--- src/hw/rs_pkg.sv ---
package rs_pkg;

    // physical register tag and reorder buffer index
    localparam int PR_WIDTH  = 6;
    localparam int ROB_WIDTH = 5;
    localparam int OP_WIDTH  = 4;

    // dispatch stamp, smaller is older
    localparam int AGE_WIDTH = 8;

    localparam int ALU_DEPTH = 4;
    localparam int MUL_DEPTH = 2;
    localparam int DIV_DEPTH = 2;

    // broadcast order is alu, mul, div, load
    localparam int NUM_CDB = 4;

    typedef enum logic [1:0] {
        unit_alu,
        unit_mul,
        unit_div
    } rs_unit_e;

    typedef struct packed {
        rs_unit_e              unit;
        logic [PR_WIDTH-1:0]   ps1;
        logic                  ps1_valid;
        logic [PR_WIDTH-1:0]   ps2;
        logic                  ps2_valid;
        logic [PR_WIDTH-1:0]   pd;
        logic [ROB_WIDTH-1:0]  rob_id;
        logic [OP_WIDTH-1:0]   op;
        logic [AGE_WIDTH-1:0]  age;
    } rs_dispatch_t;

    typedef struct packed {
        logic                  busy;
        logic [PR_WIDTH-1:0]   ps1;
        logic                  ps1_valid;
        logic [PR_WIDTH-1:0]   ps2;
        logic                  ps2_valid;
        logic [PR_WIDTH-1:0]   pd;
        logic [ROB_WIDTH-1:0]  rob_id;
        logic [OP_WIDTH-1:0]   op;
        logic [AGE_WIDTH-1:0]  age;
    } rs_entry_t;

    // what the functional unit sees
    typedef struct packed {
        logic [PR_WIDTH-1:0]   ps1;
        logic [PR_WIDTH-1:0]   ps2;
        logic [PR_WIDTH-1:0]   pd;
        logic [ROB_WIDTH-1:0]  rob_id;
        logic [OP_WIDTH-1:0]   op;
    } rs_issue_t;

    typedef struct packed {
        logic                  valid;
        logic [PR_WIDTH-1:0]   pd;
    } cdb_t;

endpackage

--- src/hw/rs_cluster.sv ---
module rs_cluster (
    input  logic                  clk,
    input  logic                  reset,
    input  logic                  flush,
    input  rs_pkg::rs_dispatch_t  dispatch,
    input  logic                  dispatch_valid,
    input  rs_pkg::cdb_t          cdb [rs_pkg::NUM_CDB],
    input  logic                  alu_ready,
    input  logic                  mul_ready,
    input  logic                  div_ready,
    output logic                  alu_issue_valid,
    output logic                  mul_issue_valid,
    output logic                  div_issue_valid,
    output rs_pkg::rs_issue_t     alu_issue,
    output rs_pkg::rs_issue_t     mul_issue,
    output rs_pkg::rs_issue_t     div_issue,
    output logic                  alu_full,
    output logic                  mul_full,
    output logic                  div_full
);

    logic alu_write;
    logic mul_write;
    logic div_write;

    // steer by unit field
    assign alu_write = dispatch_valid && (dispatch.unit == rs_pkg::unit_alu);
    assign mul_write = dispatch_valid && (dispatch.unit == rs_pkg::unit_mul);
    assign div_write = dispatch_valid && (dispatch.unit == rs_pkg::unit_div);

    rs_station #(
        .DEPTH        (rs_pkg::ALU_DEPTH),
        .OLDEST_FIRST (1'b1)
    ) i_alu_station (
        .clk         (clk),
        .reset       (reset),
        .flush       (flush),
        .write       (alu_write),
        .dispatch    (dispatch),
        .cdb         (cdb),
        .ready       (alu_ready),
        .issue_valid (alu_issue_valid),
        .issue       (alu_issue),
        .full        (alu_full)
    );

    rs_station #(
        .DEPTH        (rs_pkg::MUL_DEPTH),
        .OLDEST_FIRST (1'b0)
    ) i_mul_station (
        .clk         (clk),
        .reset       (reset),
        .flush       (flush),
        .write       (mul_write),
        .dispatch    (dispatch),
        .cdb         (cdb),
        .ready       (mul_ready),
        .issue_valid (mul_issue_valid),
        .issue       (mul_issue),
        .full        (mul_full)
    );

    rs_station #(
        .DEPTH        (rs_pkg::DIV_DEPTH),
        .OLDEST_FIRST (1'b0)
    ) i_div_station (
        .clk         (clk),
        .reset       (reset),
        .flush       (flush),
        .write       (div_write),
        .dispatch    (dispatch),
        .cdb         (cdb),
        .ready       (div_ready),
        .issue_valid (div_issue_valid),
        .issue       (div_issue),
        .full        (div_full)
    );

endmodule

--- src/hw/rs_issue_select.sv ---
module rs_issue_select #(
    parameter int DEPTH        = 4,
    parameter bit OLDEST_FIRST = 1'b1
) (
    input  rs_pkg::rs_entry_t         entries [DEPTH],
    input  logic                      ready,
    input  logic                      flush,
    output logic                      issue_valid,
    output logic [$clog2(DEPTH)-1:0]  issue_index
);

    localparam int IDX_W = $clog2(DEPTH);

    logic [DEPTH-1:0]              entry_ready;
    logic                          any_ready;
    logic [rs_pkg::AGE_WIDTH-1:0]  best_age;

    always_comb begin
        for (int i = 0; i < DEPTH; i++) begin
            entry_ready[i] = entries[i].busy && entries[i].ps1_valid && entries[i].ps2_valid;
        end
    end

    always_comb begin
        any_ready   = 1'b0;
        best_age    = '1;
        issue_index = '0;
        for (int i = 0; i < DEPTH; i++) begin
            if (entry_ready[i]) begin
                if (OLDEST_FIRST) begin
                    // strict compare keeps the lower index on a tie
                    if (!any_ready || entries[i].age < best_age) begin
                        best_age    = entries[i].age;
                        issue_index = IDX_W'(i);
                    end
                end else if (!any_ready) begin
                    issue_index = IDX_W'(i);
                end
                any_ready = 1'b1;
            end
        end
    end

    // unit back-pressure and flush both hold the entry
    assign issue_valid = any_ready && ready && !flush;

endmodule

--- src/hw/rs_station.sv ---
module rs_station #(
    parameter int DEPTH        = 4,
    parameter bit OLDEST_FIRST = 1'b1
) (
    input  logic                  clk,
    input  logic                  reset,
    input  logic                  flush,
    input  logic                  write,
    input  rs_pkg::rs_dispatch_t  dispatch,
    input  rs_pkg::cdb_t          cdb [rs_pkg::NUM_CDB],
    input  logic                  ready,
    output logic                  issue_valid,
    output rs_pkg::rs_issue_t     issue,
    output logic                  full
);

    localparam int IDX_W = $clog2(DEPTH);

    rs_pkg::rs_entry_t  entries [DEPTH];

    logic [DEPTH-1:0]  busy;
    logic [DEPTH-1:0]  src1_hit;
    logic [DEPTH-1:0]  src2_hit;
    logic              incoming_src1_hit;
    logic              incoming_src2_hit;
    logic [IDX_W-1:0]  alloc_index;
    logic [IDX_W-1:0]  issue_index;
    logic              alloc_found;

    rs_wakeup #(
        .DEPTH (DEPTH)
    ) i_wakeup (
        .entries           (entries),
        .incoming          (dispatch),
        .cdb               (cdb),
        .src1_hit          (src1_hit),
        .src2_hit          (src2_hit),
        .incoming_src1_hit (incoming_src1_hit),
        .incoming_src2_hit (incoming_src2_hit)
    );

    rs_issue_select #(
        .DEPTH        (DEPTH),
        .OLDEST_FIRST (OLDEST_FIRST)
    ) i_select (
        .entries     (entries),
        .ready       (ready),
        .flush       (flush),
        .issue_valid (issue_valid),
        .issue_index (issue_index)
    );

    always_comb begin
        for (int i = 0; i < DEPTH; i++) begin
            busy[i] = entries[i].busy;
        end
    end

    assign full = &busy;

    // lowest free slot, from the busy bits before this edge
    always_comb begin
        alloc_found = 1'b0;
        alloc_index = '0;
        for (int i = 0; i < DEPTH; i++) begin
            if (!busy[i] && !alloc_found) begin
                alloc_found = 1'b1;
                alloc_index = IDX_W'(i);
            end
        end
    end

    always_ff @(posedge clk) begin
        if (reset || flush) begin
            for (int i = 0; i < DEPTH; i++) begin
                entries[i].busy <= 1'b0;
            end
        end else begin
            for (int i = 0; i < DEPTH; i++) begin
                if (src1_hit[i]) begin
                    entries[i].ps1_valid <= 1'b1;
                end
                if (src2_hit[i]) begin
                    entries[i].ps2_valid <= 1'b1;
                end
            end

            if (issue_valid) begin
                entries[issue_index].busy <= 1'b0;
            end

            // target slot is free, so it never collides with the issued one
            if (write && alloc_found) begin
                entries[alloc_index] <= '{
                    busy:      1'b1,
                    ps1:       dispatch.ps1,
                    ps1_valid: dispatch.ps1_valid || incoming_src1_hit,
                    ps2:       dispatch.ps2,
                    ps2_valid: dispatch.ps2_valid || incoming_src2_hit,
                    pd:        dispatch.pd,
                    rob_id:    dispatch.rob_id,
                    op:        dispatch.op,
                    age:       dispatch.age
                };
            end
        end
    end

    always_comb begin
        issue.ps1    = entries[issue_index].ps1;
        issue.ps2    = entries[issue_index].ps2;
        issue.pd     = entries[issue_index].pd;
        issue.rob_id = entries[issue_index].rob_id;
        issue.op     = entries[issue_index].op;
    end

endmodule

--- src/hw/rs_wakeup.sv ---
module rs_wakeup #(
    parameter int DEPTH = 4
) (
    input  rs_pkg::rs_entry_t    entries [DEPTH],
    input  rs_pkg::rs_dispatch_t incoming,
    input  rs_pkg::cdb_t         cdb [rs_pkg::NUM_CDB],
    output logic [DEPTH-1:0]     src1_hit,
    output logic [DEPTH-1:0]     src2_hit,
    output logic                 incoming_src1_hit,
    output logic                 incoming_src2_hit
);

    // stored entries, only busy ones can wake
    always_comb begin
        src1_hit = '0;
        src2_hit = '0;
        for (int b = 0; b < rs_pkg::NUM_CDB; b++) begin
            if (cdb[b].valid) begin
                for (int i = 0; i < DEPTH; i++) begin
                    if (entries[i].busy) begin
                        if (entries[i].ps1 == cdb[b].pd) begin
                            src1_hit[i] = 1'b1;
                        end
                        if (entries[i].ps2 == cdb[b].pd) begin
                            src2_hit[i] = 1'b1;
                        end
                    end
                end
            end
        end
    end

    // instruction arriving this cycle, so a same-cycle broadcast is not lost
    always_comb begin
        incoming_src1_hit = 1'b0;
        incoming_src2_hit = 1'b0;
        for (int b = 0; b < rs_pkg::NUM_CDB; b++) begin
            if (cdb[b].valid && incoming.ps1 == cdb[b].pd) begin
                incoming_src1_hit = 1'b1;
            end
            if (cdb[b].valid && incoming.ps2 == cdb[b].pd) begin
                incoming_src2_hit = 1'b1;
            end
        end
    end

endmodule

--- config.mk ---
export PLATFORM = sky130hd
export DESIGN_NAME = rs_cluster
export DESIGN_NICKNAME = d
export VERILOG_FILES = /design/src/hw/rs_pkg.sv /design/src/hw/rs_cluster.sv /design/src/hw/rs_issue_select.sv /design/src/hw/rs_station.sv /design/src/hw/rs_wakeup.sv
export SDC_FILE = /design/constraint.sdc
export NUM_CORES = 1
export LEC_CHECK = 0
export BUFFER_PORTS_ARGS = -buffer_cell sky130_fd_sc_hd__clkbuf_2
export CAP_MARGIN = 20
export CORE_ASPECT_RATIO = 0.5
export CORE_MARGIN = 1.5
export CORE_UTILIZATION = 50
export CTS_CLUSTER_DIAMETER = 40
export DETAILED_ROUTE_END_ITERATION = 6
export PLACE_DENSITY = 0.7
export SLEW_MARGIN = 20
export SYNTH_ARGS = -nofsm -noshare
export SYNTH_HDL_FRONTEND = slang
export SYNTH_SLANG_ARGS = --single-unit
--- constraint.sdc ---
create_clock -name clk -period 17.95 [get_ports clk]
set_input_delay 2.6925 -clock clk [delete_from_list [all_inputs] [get_ports clk]]
set_output_delay 2.6925 -clock clk [all_outputs]
set_load 0.1 [all_outputs]
==> impl_metrics.yaml <==
run_status:
  violations: "design-rule violations"
  status: "finished with violations"
logic_synthesis:
  netlist_top_cells_count: "264 x edfxtp_1, 253 x and2_1, 223 x xnor2_1, 209 x xor2_1, 99 x mux2_2"
  synth_nets: 1790
  yosysSeqAreaShare_pct: 43.6
  syn_inst: 1697
  synth_area_leader_cell: "edfxtp_1"
  yosysWarnings: 0
  avgSynthCellArea_um2: 10.9
  synth_cell_types: 55
  yosys_most_used_dff: "edfxtp_1"
  synth-seq-cells: 272
  syn_area_mm2: 0.0186
  yosysMostFrequentCell: "edfxtp_1"
  synth_edf_count: 264
  synth_top_area_share_pct: 42.7
  async_flop_share_pct: 0
  synth_area_leaders: "edfxtp_1 43%, xnor2_1 11%, xor2_1 9.9%, and2_1 8.5%, mux2_2 6.0%"
detailed_routing:
  route.vias.total: 12800
  vias_per_cell: 5.77
  routedWlPerCell_um: 23.9
  drtAntennaViolNets: 0
  drcViolationCount: 8
  drt-initial-drc-count: 1242
  dr.pass1.iters: 7
  routed_wl_mm: 52.8
global_route:
  grt_max_degree: 42
  grt_pass1_wl_mm: 77.8
  grt.total_usage_pct: 27.3
  grt_overflow: 0
  grt_pass1_vias: 12400
  antenna_found_initial: 0
critical_path:
  endpoint_kind: "output pin"
  criticalPathCategory: "reg -> out"
  cp_data_required_time_ps: 15260
  worst-r2r-setup-slack_ps: 9810
  path_max_fanout: 31
  crit_start: "i_alu_station.busy[0]$_SDFF_PN0_"
  cp-start-kind: "register"
  r2r-start: "i_alu_station.busy[0]$_SDFF_PN0_"
  crit_end: "alu_issue[23]"
  arrival_ps: 9070
  reg2reg_to: "i_alu_station.busy[0]$_SDFF_PN0_"
  reg2reg_depth: 25
place:
  place_area_mm2: 0.0192
  routabilityCongestion: 0.901
  portBuffers: 160
  dp_hpwl_mm: 34.1
clock_network:
  clkTransAtPathRegs_ps: 60
  cts_resized: 0
  cts_sinks: 272
  root_buffer: "clkbuf_16"
  clockBufferDepth: 3
  postCtsSetupBuffers: 0
  h-tree-depth: 2
  cts_hold_buf: 0
  clock_latency_ps: 520
  cts_buffers: 34
  cts_tree: "yes"
floorplan:
  rows: 49
  core_region_area_mm2: 0.0362
  die_x_um: 275
  ios: 161
  start_util_pct: 51.2
  die_h_um: 139
  dieArea_mm2: 0.0383
sta:
  relSlewSlack_pct: 33.2
  grt_setup_unrepaired: "false"
  fin_crit_ps: 11760
  timing.fmax_mhz: 85.0
  worst_clock_skew_ps: 11.9
  tns_ps: 0
  setup_viol: 0
  period_share_pct: 65.5
  hold_viol: 0
  slew_violations: 0
  tightest_slew_ps: 1000
worst_hold_path:
  hold_path_class: "reg -> reg"
  holdCritStartpoint: "i_mul_station.busy[1]$_SDFF_PN0_"
pwr:
  ir_worst_vdd_uv: 51.6
  power_leakage_nw: 7.54
  power_density_mw_per_mm2: 74.3
finish:
  num_antenna_cells: 0
  syn_to_final_growth_pct: 9.69
  nFillCells: 3101
  drive_above_1_share_pct: 23.4
  postLayoutCellArea_mm2: 0.0203
  fin_util_pct: 56.2
  final_nets: 1794
job:
  max_cap_violations: 0
[worst min-delay path by stage]
stage / to / depth (start not counted) / slack [ps]
floorplan: i_mul_station.busy[1]$_SDFF_PN0_ / 2 / 530
global placement: i_alu_station.entries[30]$_DFFE_PP_ / 2 / 580
CTS: i_div_station.busy[1]$_SDFF_PN0_ / 2 / 600
detailed placement: i_mul_station.busy[1]$_SDFF_PN0_ / 2 / 600
global route: i_mul_station.busy[1]$_SDFF_PN0_ / 2 / 630
finish: i_mul_station.busy[1]$_SDFF_PN0_ / 2 / 610
[report_power, final]
part           internal (W)  leakage (nW)  switching (W)
Clock              0.000401         0.542       0.000283
Combinational     0.0000445          4.53      0.0000884
Sequential         0.000692          2.46     0.00000239
[routing by layer]
layer / share of wire, % / up-vias / track usage [%]
met5: 0 / - / 0
met4: 2.4 / 0 / 7.51
met3: 9.6 / 99 / 4.80
met2: 45 / 579 / 43.0
met1: 43 / 6238 / 38.5
li1: - / 5840 / -
[cells in the final DEF (no fill, tap or decap), types with 3 or more instances in the layout]
cell       netlist  layout
nor3b_2          0       3
inv_6            0       6
nor3_2           0       3
bufinv_16        0       3
xor2_1         209     209
inv_1           14      14
a211oi_1         8       8
a21o_1           4       4
nor4_2           0       3
a21oi_1         32      32
ha_1            19      19
o31a_1           5       4
o21ai_0         15      15
nand3b_1         6       6
clkbuf_2        15     160
buf_4            6      22
clkinv_2         0       5
xnor2_1        223     223
nor2b_1          4       3
and3_1           4       4
mux2_4          43      43
and2_1         253     252
nand4_1         73      73
edfxtp_1       264     264
or4_1           10      10
nor3_1          13       8
a31oi_1          3       3
inv_8            0       3
nor4_1          68      65
mux2_2          99      99
clkbuf_16        0      34
clkbuf_1        98       6
dfxtp_1          8       8
nand3_1         13      13
nor2_1          40      37
nand2_1         20      20
nor2_2           0       3
[sequential cells by signal, indices dropped and copies added, names as in the netlist]
register               flops
i_alu_station.busy         4
i_div_station.busy         2
i_div_station.entries     58
i_mul_station.entries     58
i_mul_station.busy         2
i_alu_station.entries    148
[through the flow]
step,cells,hold slack (ps),setup WS (ps),power (W)
5_1_grt,2210,634,5680,0.00155
3_5_place_dp,2149,595,6750,0.000838
2_1_floorplan,1697,531,8930,0.000795
4_1_cts,2210,604,6180,0.00152
3_3_place_gp,2149,577,6980,0.000835
6_report,2210,607,6190,0.00151
[logic make-up after synthesis]
family,after synthesis,synth area share [%]
simple gates,519,16.8
xor+xnor,432,20.4
flops,272,43.6
buf+inv,228,5.51
mux,142,9.49
compound gates,85,2.97
fa+ha+maj,19,1.28
[area by class of cell]
type	instances	area, µm²	area share [%]
multi-input combinational	1197	9530	46.8
timing repair buffer	182	966	4.75
inverter	14	52.6	0.258
clock buffer	40	873	4.29
clock inverter	21	236	1.16
tap	484	606	2.98
sequential	272	8090	39.7
[worst max-delay path: stages, from the launching register on]
cell and delay (ps):
dfxtp_1 550, nand3_1 440, nor2_1 270, ha_1 270, a211oi_1 200, o211ai_1 170
a21oi_1 260, a22o_2 460, buf_4 500, nor2_1 90, a21oi_1 170, ha_1 270
a21o_1 160, a211oi_1 280, nand3b_1 160, nor2b_1 170, nand3b_1 620, buf_4 520
mux2_2 330, ha_1 280, o21a_1 160, o2111ai_1 260, o21a_1 170, o311a_1 140
o31a_2 810, mux2_2 430, clkbuf_2 370
No activity file was read; power rests on OpenSTA's default activity.
